### config.mk
export PLATFORM = sky130hd
export DESIGN_NAME = rp_top
export DESIGN_NICKNAME = d
export VERILOG_FILES = /design/src/rp_pkg.sv /design/src/sys_bus_decoder.sv /design/src/housekeeping.sv /design/src/adc_frontend.sv /design/src/level_gen.sv /design/src/prop_ctrl.sv /design/src/dac_backend.sv /design/src/rp_top.sv
export SDC_FILE = /design/constraint.sdc
export NUM_CORES = 2
export LEC_CHECK = 0
export BUFFER_PORTS_ARGS = -buffer_cell sky130_fd_sc_hd__buf_2
export CAP_MARGIN = 0
export CORE_ASPECT_RATIO = 0.9
export CORE_MARGIN = 2
export CORE_UTILIZATION = 61
export CTS_BUF_LIST = sky130_fd_sc_hd__clkbuf_4
export CTS_CLUSTER_DIAMETER = 80
export DETAILED_ROUTE_END_ITERATION = 10
export GPL_TIMING_DRIVEN = 0
export PLACE_DENSITY_LB_ADDON = 0.1
export SLEW_MARGIN = 20
export SYNTH_ARGS = -nofsm -noshare
export SYNTH_HDL_FRONTEND = slang
export SYNTH_SLANG_ARGS = --single-unit
### constraint.sdc
create_clock -name adc_clk -period 26.9 [get_ports adc_clk]
set_clock_uncertainty 0.2 [all_clocks]
set_input_delay 2.69 -clock adc_clk [delete_from_list [all_inputs] [get_ports adc_clk]]
set_output_delay 2.69 -clock adc_clk [all_outputs]
set_load 0.01 [all_outputs]
### src/rp_pkg.sv
package rp_pkg;

  //////////////////////////////////////////////////////////////////////////
  // widths and bus map
  //////////////////////////////////////////////////////////////////////////

  localparam int SMP_W      = 14;        // ADC/DAC sample width
  localparam int BUS_AW     = 32;
  localparam int BUS_DW     = 32;
  localparam int REGION_LSB = 20;        // region field starts here
  localparam int REGION_W   = 3;         // address bits 22..20
  localparam int N_REGIONS  = 8;
  localparam int KP_W       = 16;        // controller gain width
  localparam int KP_SHIFT   = 8;         // gain is Q8.8
  localparam int SAT_W      = 32;        // input width of the clamp

  localparam logic [REGION_W-1:0] REGION_HK   = 3'd0;
  localparam logic [REGION_W-1:0] REGION_GEN  = 3'd1;
  localparam logic [REGION_W-1:0] REGION_CTRL = 3'd2;

  // offsets within a region
  localparam logic [REGION_LSB-1:0] REG_ID_OFS   = 20'h00;
  localparam logic [REGION_LSB-1:0] REG_LOOP_OFS = 20'h04;  // bit 0 is digital_loop
  localparam logic [REGION_LSB-1:0] REG_CH_A_OFS = 20'h00;  // gen and ctrl
  localparam logic [REGION_LSB-1:0] REG_CH_B_OFS = 20'h04;

  localparam logic [BUS_DW-1:0] HK_ID = 32'h5250_0001;

  // clamp limits, held wide so they compare directly with the clamp input
  localparam logic signed [SAT_W-1:0] SMP_MAX = 2**(SMP_W-1) - 1;
  localparam logic signed [SAT_W-1:0] SMP_MIN = -(2**(SMP_W-1));

  typedef logic signed [SMP_W-1:0] sample_t;
  typedef logic signed [SMP_W:0]   sum_t;     // one guard bit
  typedef logic signed [KP_W-1:0]  kp_t;

  // negative slope offset code -> two's complement
  function automatic sample_t offset_to_sample(input logic [SMP_W-1:0] code);
    return {code[SMP_W-1], ~code[SMP_W-2:0]};
  endfunction

  // two's complement -> offset code, same bit flip
  function automatic logic [SMP_W-1:0] sample_to_offset(input sample_t smp);
    return {smp[SMP_W-1], ~smp[SMP_W-2:0]};
  endfunction

  // clamp a wide signed value into sample range
  function automatic sample_t sat_sample(input logic signed [SAT_W-1:0] v);
    if (v > SMP_MAX)
      return SMP_MAX[SMP_W-1:0];
    else if (v < SMP_MIN)
      return SMP_MIN[SMP_W-1:0];
    else
      return v[SMP_W-1:0];
  endfunction

endpackage

### src/sys_bus_decoder.sv
`timescale 1ns/1ps

module sys_bus_decoder
  import rp_pkg::*;
(
  input  logic              adc_clk,
  input  logic              reset_i,
  // wishbone request from master
  input  logic              wb_cyc_i,
  input  logic              wb_stb_i,
  input  logic [BUS_AW-1:0] wb_adr_i,
  // per region strobes
  output logic              hk_stb_o,
  output logic              gen_stb_o,
  output logic              ctrl_stb_o,
  // slave answers
  input  logic              hk_ack_i,
  input  logic              gen_ack_i,
  input  logic              ctrl_ack_i,
  input  logic [BUS_DW-1:0] hk_rdat_i,
  input  logic [BUS_DW-1:0] gen_rdat_i,
  input  logic [BUS_DW-1:0] ctrl_rdat_i,
  // back to master
  output logic              wb_ack_o,
  output logic [BUS_DW-1:0] wb_dat_o
);

  logic [REGION_W-1:0]  region;     // address bits 22..20
  logic [N_REGIONS-1:0] cs;         // one-hot region select
  logic [N_REGIONS-1:0] ack_vec;    // ack per region
  logic                 req;        // live bus cycle
  logic                 unused_stb; // regions 3..7
  logic                 unused_ack;

  assign region = wb_adr_i[REGION_LSB +: REGION_W];
  assign cs     = N_REGIONS'(1) << region;
  assign req    = wb_cyc_i & wb_stb_i;

  assign hk_stb_o   = req & cs[REGION_HK];
  assign gen_stb_o  = req & cs[REGION_GEN];
  assign ctrl_stb_o = req & cs[REGION_CTRL];
  assign unused_stb = req & ~(cs[REGION_HK] | cs[REGION_GEN] | cs[REGION_CTRL]);

  ////////////////////////////////////////////////////////////////////////////
  // unused regions answer themselves
  ////////////////////////////////////////////////////////////////////////////

  always_ff @(posedge adc_clk)
  begin
    if (reset_i)
      unused_ack <= 1'b0;
    else
      unused_ack <= unused_stb & ~unused_ack;  // single cycle pulse
  end

  // the shared unused ack is masked by cs below
  always_comb
  begin
    ack_vec              = {N_REGIONS{unused_ack}};
    ack_vec[REGION_HK]   = hk_ack_i;
    ack_vec[REGION_GEN]  = gen_ack_i;
    ack_vec[REGION_CTRL] = ctrl_ack_i;
  end

  assign wb_ack_o = |(cs & ack_vec);

  // read data mux, zero for regions 3..7
  always_comb
  begin
    case (region)
      REGION_HK:   wb_dat_o = hk_rdat_i;
      REGION_GEN:  wb_dat_o = gen_rdat_i;
      REGION_CTRL: wb_dat_o = ctrl_rdat_i;
      default:     wb_dat_o = '0;
    endcase
  end

endmodule

### src/housekeeping.sv
`timescale 1ns/1ps

module housekeeping
  import rp_pkg::*;
(
  input  logic                  adc_clk,
  input  logic                  reset_i,
  // bus slave port
  input  logic                  stb_i,
  input  logic                  we_i,
  input  logic [REGION_LSB-1:0] adr_i,   // offset within region
  input  logic [BUS_DW-1:0]     dat_i,
  output logic [BUS_DW-1:0]     dat_o,
  output logic                  ack_o,
  // global config
  output logic                  digital_loop_o
);

  logic access;  // first strobe cycle of a transfer

  assign access = stb_i & ~ack_o;

  // control state: ack and loop flag
  always_ff @(posedge adc_clk)
  begin
    if (reset_i)
    begin
      ack_o          <= 1'b0;
      digital_loop_o <= 1'b0;
    end
    else
    begin
      ack_o <= access;
      if (access && we_i && adr_i == REG_LOOP_OFS)
        digital_loop_o <= dat_i[0];  // other bits ignored
    end
  end

  // read data lands with ack
  always_ff @(posedge adc_clk)
  begin
    if (access)
    begin
      case (adr_i)
        REG_ID_OFS:   dat_o <= HK_ID;
        REG_LOOP_OFS: dat_o <= {{(BUS_DW-1){1'b0}}, digital_loop_o};
        default:      dat_o <= '0;  // unmapped reads zero
      endcase
    end
  end

endmodule

### src/adc_frontend.sv
`timescale 1ns/1ps

module adc_frontend
  import rp_pkg::*;
(
  input  logic             adc_clk,
  input  logic             reset_i,
  input  logic [SMP_W-1:0] adc_dat_a_i,     // raw pins, offset code
  input  logic [SMP_W-1:0] adc_dat_b_i,
  input  logic             digital_loop_i,
  input  sample_t          loop_a_i,        // saturated DAC sum
  input  sample_t          loop_b_i,
  output sample_t          adc_a_o,
  output sample_t          adc_b_o
);

  logic [SMP_W-1:0] adc_dat_a;  // pin registers
  logic [SMP_W-1:0] adc_dat_b;

  // input capture, one cycle
  always_ff @(posedge adc_clk)
  begin
    if (reset_i)
    begin
      adc_dat_a <= '0;
      adc_dat_b <= '0;
    end
    else
    begin
      adc_dat_a <= adc_dat_a_i;
      adc_dat_b <= adc_dat_b_i;
    end
  end

  // loopback bypasses the pins, no extra register
  assign adc_a_o = digital_loop_i ? loop_a_i : offset_to_sample(adc_dat_a);
  assign adc_b_o = digital_loop_i ? loop_b_i : offset_to_sample(adc_dat_b);

endmodule

### src/level_gen.sv
`timescale 1ns/1ps

module level_gen
  import rp_pkg::*;
(
  input  logic                  adc_clk,
  input  logic                  reset_i,
  // bus slave port
  input  logic                  stb_i,
  input  logic                  we_i,
  input  logic [REGION_LSB-1:0] adr_i,
  input  logic [BUS_DW-1:0]     dat_i,
  output logic [BUS_DW-1:0]     dat_o,
  output logic                  ack_o,
  // DC levels to the DAC sum
  output sample_t               gen_a_o,
  output sample_t               gen_b_o
);

  logic access;

  assign access = stb_i & ~ack_o;

  always_ff @(posedge adc_clk)
  begin
    if (reset_i)
    begin
      ack_o   <= 1'b0;
      gen_a_o <= '0;
      gen_b_o <= '0;
    end
    else
    begin
      ack_o <= access;
      if (access && we_i)
      begin
        case (adr_i)
          REG_CH_A_OFS: gen_a_o <= dat_i[SMP_W-1:0];  // low 14 bits
          REG_CH_B_OFS: gen_b_o <= dat_i[SMP_W-1:0];
          default: ;                                  // write dropped
        endcase
      end
    end
  end

  // readback sign extended
  always_ff @(posedge adc_clk)
  begin
    if (access)
    begin
      case (adr_i)
        REG_CH_A_OFS: dat_o <= {{(BUS_DW-SMP_W){gen_a_o[SMP_W-1]}}, gen_a_o};
        REG_CH_B_OFS: dat_o <= {{(BUS_DW-SMP_W){gen_b_o[SMP_W-1]}}, gen_b_o};
        default:      dat_o <= '0;
      endcase
    end
  end

endmodule

### src/prop_ctrl.sv
`timescale 1ns/1ps

module prop_ctrl
  import rp_pkg::*;
(
  input  logic                  adc_clk,
  input  logic                  reset_i,
  // bus slave port
  input  logic                  stb_i,
  input  logic                  we_i,
  input  logic [REGION_LSB-1:0] adr_i,
  input  logic [BUS_DW-1:0]     dat_i,
  output logic [BUS_DW-1:0]     dat_o,
  output logic                  ack_o,
  // data path
  input  sample_t               adc_a_i,
  input  sample_t               adc_b_i,
  output sample_t               ctrl_a_o,
  output sample_t               ctrl_b_o
);

  logic                     access;
  kp_t                      kp_a;     // per channel gain, Q8.8
  kp_t                      kp_b;
  logic signed [SAT_W-1:0]  prod_a;   // 30 significant bits
  logic signed [SAT_W-1:0]  prod_b;

  assign access = stb_i & ~ack_o;

  ////////////////////////////////////////////////////////////////////////////
  // gain registers
  ////////////////////////////////////////////////////////////////////////////

  always_ff @(posedge adc_clk)
  begin
    if (reset_i)
    begin
      ack_o <= 1'b0;
      kp_a  <= '0;
      kp_b  <= '0;
    end
    else
    begin
      ack_o <= access;
      if (access && we_i)
      begin
        case (adr_i)
          REG_CH_A_OFS: kp_a <= dat_i[KP_W-1:0];
          REG_CH_B_OFS: kp_b <= dat_i[KP_W-1:0];
          default: ;
        endcase
      end
    end
  end

  always_ff @(posedge adc_clk)
  begin
    if (access)
    begin
      case (adr_i)
        REG_CH_A_OFS: dat_o <= {{(BUS_DW-KP_W){kp_a[KP_W-1]}}, kp_a};
        REG_CH_B_OFS: dat_o <= {{(BUS_DW-KP_W){kp_b[KP_W-1]}}, kp_b};
        default:      dat_o <= '0;
      endcase
    end
  end

  ////////////////////////////////////////////////////////////////////////////
  // proportional term
  ////////////////////////////////////////////////////////////////////////////

  // both operands signed, extended to 32 bits before the multiply
  assign prod_a = adc_a_i * kp_a;
  assign prod_b = adc_b_i * kp_b;

  always_ff @(posedge adc_clk)
  begin
    if (reset_i)
    begin
      ctrl_a_o <= '0;
      ctrl_b_o <= '0;
    end
    else
    begin
      ctrl_a_o <= sat_sample(prod_a >>> KP_SHIFT);  // arithmetic shift, then clamp
      ctrl_b_o <= sat_sample(prod_b >>> KP_SHIFT);
    end
  end

endmodule

### src/dac_backend.sv
`timescale 1ns/1ps

module dac_backend
  import rp_pkg::*;
(
  input  logic             adc_clk,
  input  logic             reset_i,
  input  sample_t          gen_a_i,    // level generator
  input  sample_t          gen_b_i,
  input  sample_t          ctrl_a_i,   // controller
  input  sample_t          ctrl_b_i,
  output logic [SMP_W-1:0] dac_a_o,    // offset code to pins
  output logic [SMP_W-1:0] dac_b_o,
  output sample_t          loop_a_o,   // saturated sum, unregistered
  output sample_t          loop_b_o
);

  sum_t sum_a;  // one bit wider, can't overflow
  sum_t sum_b;

  assign sum_a = gen_a_i + ctrl_a_i;
  assign sum_b = gen_b_i + ctrl_b_i;

  // clamp back to 14 bits, also feeds loopback
  assign loop_a_o = sat_sample(sum_a);
  assign loop_b_o = sat_sample(sum_b);

  ////////////////////////////////////////////////////////////////////////////
  // output register, two's complement -> negative slope offset code
  ////////////////////////////////////////////////////////////////////////////

  always_ff @(posedge adc_clk)
  begin
    if (reset_i)
    begin
      dac_a_o <= sample_to_offset(sample_t'(0));  // 0x1FFF, mid scale
      dac_b_o <= sample_to_offset(sample_t'(0));
    end
    else
    begin
      dac_a_o <= sample_to_offset(loop_a_o);
      dac_b_o <= sample_to_offset(loop_b_o);
    end
  end

endmodule

### src/rp_top.sv
`timescale 1ns/1ps

module rp_top
  import rp_pkg::*;
(
  input  logic              adc_clk,
  input  logic              reset_i,
  // wishbone classic slave
  input  logic              wb_cyc_i,
  input  logic              wb_stb_i,
  input  logic              wb_we_i,
  input  logic [BUS_AW-1:0] wb_adr_i,
  input  logic [BUS_DW-1:0] wb_dat_i,
  output logic [BUS_DW-1:0] wb_dat_o,
  output logic              wb_ack_o,
  // converters
  input  logic [SMP_W-1:0]  adc_dat_a_i,
  input  logic [SMP_W-1:0]  adc_dat_b_i,
  output logic [SMP_W-1:0]  dac_a_o,
  output logic [SMP_W-1:0]  dac_b_o
);

  logic              hk_stb, gen_stb, ctrl_stb;
  logic              hk_ack, gen_ack, ctrl_ack;
  logic [BUS_DW-1:0] hk_rdat, gen_rdat, ctrl_rdat;
  logic              digital_loop;
  sample_t           adc_a, adc_b;    // converted or looped samples
  sample_t           gen_a, gen_b;    // DC levels
  sample_t           ctrl_a, ctrl_b;  // controller outputs
  sample_t           loop_a, loop_b;  // saturated DAC sums

  ////////////////////////////////////////////////////////////////////////////
  // system bus, regions 0..2 live, 3..7 answer zero
  ////////////////////////////////////////////////////////////////////////////

  sys_bus_decoder u_sys_bus_decoder (
    .adc_clk     (adc_clk),
    .reset_i     (reset_i),
    .wb_cyc_i    (wb_cyc_i),
    .wb_stb_i    (wb_stb_i),
    .wb_adr_i    (wb_adr_i),
    .hk_stb_o    (hk_stb),
    .gen_stb_o   (gen_stb),
    .ctrl_stb_o  (ctrl_stb),
    .hk_ack_i    (hk_ack),
    .gen_ack_i   (gen_ack),
    .ctrl_ack_i  (ctrl_ack),
    .hk_rdat_i   (hk_rdat),
    .gen_rdat_i  (gen_rdat),
    .ctrl_rdat_i (ctrl_rdat),
    .wb_ack_o    (wb_ack_o),
    .wb_dat_o    (wb_dat_o)
  );

  housekeeping u_housekeeping (
    .adc_clk        (adc_clk),
    .reset_i        (reset_i),
    .stb_i          (hk_stb),
    .we_i           (wb_we_i),
    .adr_i          (wb_adr_i[REGION_LSB-1:0]),  // offset only
    .dat_i          (wb_dat_i),
    .dat_o          (hk_rdat),
    .ack_o          (hk_ack),
    .digital_loop_o (digital_loop)
  );

  ////////////////////////////////////////////////////////////////////////////
  // analog path: ADC reg -> ctrl reg -> DAC reg
  ////////////////////////////////////////////////////////////////////////////

  adc_frontend u_adc_frontend (
    .adc_clk        (adc_clk),
    .reset_i        (reset_i),
    .adc_dat_a_i    (adc_dat_a_i),
    .adc_dat_b_i    (adc_dat_b_i),
    .digital_loop_i (digital_loop),
    .loop_a_i       (loop_a),
    .loop_b_i       (loop_b),
    .adc_a_o        (adc_a),
    .adc_b_o        (adc_b)
  );

  level_gen u_level_gen (
    .adc_clk (adc_clk),
    .reset_i (reset_i),
    .stb_i   (gen_stb),
    .we_i    (wb_we_i),
    .adr_i   (wb_adr_i[REGION_LSB-1:0]),
    .dat_i   (wb_dat_i),
    .dat_o   (gen_rdat),
    .ack_o   (gen_ack),
    .gen_a_o (gen_a),
    .gen_b_o (gen_b)
  );

  prop_ctrl u_prop_ctrl (
    .adc_clk  (adc_clk),
    .reset_i  (reset_i),
    .stb_i    (ctrl_stb),
    .we_i     (wb_we_i),
    .adr_i    (wb_adr_i[REGION_LSB-1:0]),
    .dat_i    (wb_dat_i),
    .dat_o    (ctrl_rdat),
    .ack_o    (ctrl_ack),
    .adc_a_i  (adc_a),
    .adc_b_i  (adc_b),
    .ctrl_a_o (ctrl_a),
    .ctrl_b_o (ctrl_b)
  );

  dac_backend u_dac_backend (
    .adc_clk  (adc_clk),
    .reset_i  (reset_i),
    .gen_a_i  (gen_a),
    .gen_b_i  (gen_b),
    .ctrl_a_i (ctrl_a),
    .ctrl_b_i (ctrl_b),
    .dac_a_o  (dac_a_o),
    .dac_b_o  (dac_b_o),
    .loop_a_o (loop_a),
    .loop_b_o (loop_b)
  );

endmodule

==> impl_metrics.yaml <==
timing:
  finalMaxSlewViolations: 0
  worstMarginPinSlew_ps: 1130
  fmax_mhz: 81.4
  rsz0062_at_grt: "no"
  fin_tns_setup_ps: 0
  setup_viol: 0
  fin_crit_ps: 12290
  max_slew_margin_pct: 22.5
  finalCritPeriodShare_pct: 45.7
  hold_viol: 0
grt:
  grt_remaining_overflow: 0
  grt_pass1_vias: 20200
  grt_antenna_before_repair: 6
  grt_pass1_wl_microns: 113000
  grt_max_degree: 19
  grtUsageTotal_pct: 34.8
setup_path:
  cp_max_fo: 10
  critPathArrivalTime_ps: 12620
  critPathLaunch: "u_level_gen.gen_a_o[10]"
  cp-endpoint: "u_prop_ctrl.ctrl_a_o[11]"
  path_buf_inv: 8
  worstRegToRegCells: 37
  r2r_end: "u_prop_ctrl.ctrl_a_o[11]"
  crit_path_end_kind: "register"
  slowest_stage: "mux2i_1"
  worst_path_largest_cell_delay_ps: 890
  cpMostUsedCell: "fa_1"
  rrSetupSlack_ps: 14610
  cp.required_ps: 27230
  cp_num_cells: 37
  crit_family: "adder cells"
  start_kind: "register"
  criticalPathCategory: "register to register"
  r2r-start: "u_level_gen.gen_a_o[10]"
floorplan:
  die_h_microns: 198
  initial_core_util_pct: 61.4
  placementRows: 71
  pin_count: 158
  design.core.area_sq_um: 41600
  die_width_microns: 220
  dieArea_sq_um: 43500
power_and_ir_drop:
  power_density_nw_per_um2: 20.7
  p_leak_nw: 13.6
  p_clk_share_pct: 28.4
  p_sw_share_pct: 32.9
  power_mw: 0.562
  p_int_mw: 0.377
  vdd_drop_max_uv: 24.6
  p_comb_share_pct: 20.3
  switching_power_mw: 0.185
  pwr-share-seq_pct: 51.3
synthesis:
  synth-adder-area-share_pct: 42.4
  ys.flop_type: "dfxtp_1"
  synth-seq-cells: 181
  synthMuxAreaShare_pct: 3.97
  synth_cells: 2813
  synth_simple_gate_area_share_pct: 16.5
  synthesis.nets: 3512
  synth_compound_area_share_pct: 8.98
  synth_top_family_by_area: "adder cells"
  synth-async-reset-ratio_pct: 0
  synth_xor_area_share_pct: 2.68
  syn_area_sq_um: 25500
  synthDistinctLibCells: 70
  yosys_warnings: 0
  yosysSeqAreaShare_pct: 15.4
  synth_edf_count: 32
  syn_area_per_cell_sq_um: 9.08
clock_network:
  clock_latency_ps: 650
  cts_resized: 0
  clockRootBuffer: "clkbuf_4"
  clockBufferDepth: 2
  cts_tree: "yes"
  cts_buffers: 17
  htree_levels: 4
  clk_pin_slew_ps: 170
  cts_sinks: 181
  hold_buffers: 0
  post_cts_buffers: 0
placed_design:
  place.port_buffers: 130
  dpl_cell_area_sq_um: 26900
  hpwl_microns: 61000
  gp_congestion: 0.999
cells_and_area:
  fin_area_sq_um: 27200
  layout_commonest_cell: "inv_1"
  fillerInstances: 3564
  nets: 3661
  mostFrequentLayoutCells: "522 x inv_1, 438 x fa_1, 259 x nand2_1"
  final_util_pct: 65.3
  area_delta_synth_final_pct: 6.39
  final_layout_size_suffix_gt1_share_pct: 8.67
outcome:
  outcome: "finished, final reports clean"
routing:
  via_count: 20200
  vias_per_cell: 5.73
  drt_pass1_iterations: 7
  wire_per_inst_microns: 20.5
  wirelength_microns: 72400
  drc_errors: 0
  antenna_left: 0
  drt_iter0_drc: 1696
flow_run:
  max_cap_viol_count: 0
hold_path:
  hp-class: "register to register"
worst register-to-register path: cells and delay by family (launching register included):
| family | cells | cell delay (ps) |
|---|---|---|
| fa+ha+maj | 8 | 3490 |
| mux | 2 | 1430 |
| compound gates | 11 | 3230 |
| simple gates | 8 | 1560 |
| flops | 1 | 400 |
| buf+inv | 8 | 1900 |
cell usage after synthesis, types with 42 or more instances:
library cell / count / share of area [%]
and2_1: 242 / 5.9
clkbuf_1: 114 / 1.7
a21oi_1: 113 / 2.2
fa_1: 438 / 34
dfxtp_1: 149 / 12
ha_1: 164 / 8.0
inv_1: 522 / 7.7
a21o_1: 54 / 1.6
o21ai_0: 50 / 0.98
xnor2_1: 53 / 1.8
mux2i_1: 100 / 3.9
nor2b_1: 42 / 1.0
nand2_1: 259 / 3.8
nor2_1: 165 / 2.4
flip-flops by register name, indices dropped and copies added, names as in the netlist:
| name | flops |
|---|---|
| u_prop_ctrl.kp_a | 16 |
| u_level_gen.gen_b_o | 14 |
| u_sys_bus_decoder.unused_ack | 1 |
| u_level_gen.ack_o | 1 |
| u_level_gen.dat_o | 14 |
| u_dac_backend.dac_a_o | 14 |
| u_housekeeping.ack_o | 1 |
| u_housekeeping.digital_loop_o | 1 |
| u_prop_ctrl.dat_o | 16 |
| u_prop_ctrl.kp_b | 16 |
| u_prop_ctrl.ctrl_a_o | 14 |
| u_dac_backend.dac_b_o | 14 |
| u_housekeeping.dat_o | 2 |
| u_level_gen.gen_a_o | 14 |
| u_prop_ctrl.ctrl_b_o | 14 |
| u_adc_frontend.adc_dat_b | 14 |
| u_adc_frontend.adc_dat_a | 14 |
| u_prop_ctrl.ack_o | 1 |
layer usage:
layer | vias up | share of wire, % | track usage (%) | routed length (microns)
li1 | 9034 | - | - | -
met4 | 2 | 2.3 | 8.30 | 1690
met2 | 899 | 43 | 51.6 | 31100
met3 | 103 | 9.7 | 6.70 | 7020
met5 | - | 0.019 | 0 | 14
met1 | 10200 | 45 | 52.8 | 32600
power by group through the flow:
stage               Clock [mW]  Combinational (mW)  Sequential (mW)
floorplan                    0              0.0667            0.294
global placement             0               0.109            0.294
detailed placement           0               0.111            0.294
CTS                      0.161               0.112            0.288
global route             0.171               0.124            0.289
finish                   0.160               0.114            0.288
cell type report:
class / count / area, sq um / share of cell area (%)
inverter: 522 / 1960 / 7.21
timing repair buffer: 130 / 651 / 2.39
clock inverter: 11 / 118 / 0.433
buffer: 141 / 613 / 2.26
clock buffer: 21 / 158 / 0.580
sequential: 181 / 3940 / 14.5
multi-input combinational: 1969 / 19000 / 70.1
tap: 547 / 684 / 2.52
antenna: 2 / 5.00 / 0.0184
worst min path at each step:
stage                                    to  slack (ps)  depth (start not counted)                    startpoint
3_3_place_gp   u_sys_bus_decoder.unused_ack         220                          1  u_sys_bus_decoder.unused_ack
5_1_grt        u_sys_bus_decoder.unused_ack         270                          1  u_sys_bus_decoder.unused_ack
3_5_place_dp   u_sys_bus_decoder.unused_ack         220                          1  u_sys_bus_decoder.unused_ack
6_report       u_sys_bus_decoder.unused_ack         240                          1  u_sys_bus_decoder.unused_ack
2_1_floorplan  u_sys_bus_decoder.unused_ack         200                          1  u_sys_bus_decoder.unused_ack
4_1_cts        u_sys_bus_decoder.unused_ack         240                          1  u_sys_bus_decoder.unused_ack
through the flow:
stage                     std cells  worst slack [ps]  hold WS (ps)
after global routing           3524             14380           271
after detailed placement       3490             15180           220
after CTS                      3522             15130           239
final                          3524             14610           241
after global placement         3490             15350           216
after floorplan                2813             17520           201
kinds of logic after synthesis:
kind of cell,Yosys count
and+or+nand+nor,844
buffers and inverters,663
adders and majority gates,602
AOI/OAI and AO/OA,344
DFF,181
muxes,101
xor gates and xnor gates,78
(Power assumes the default switching activity.)
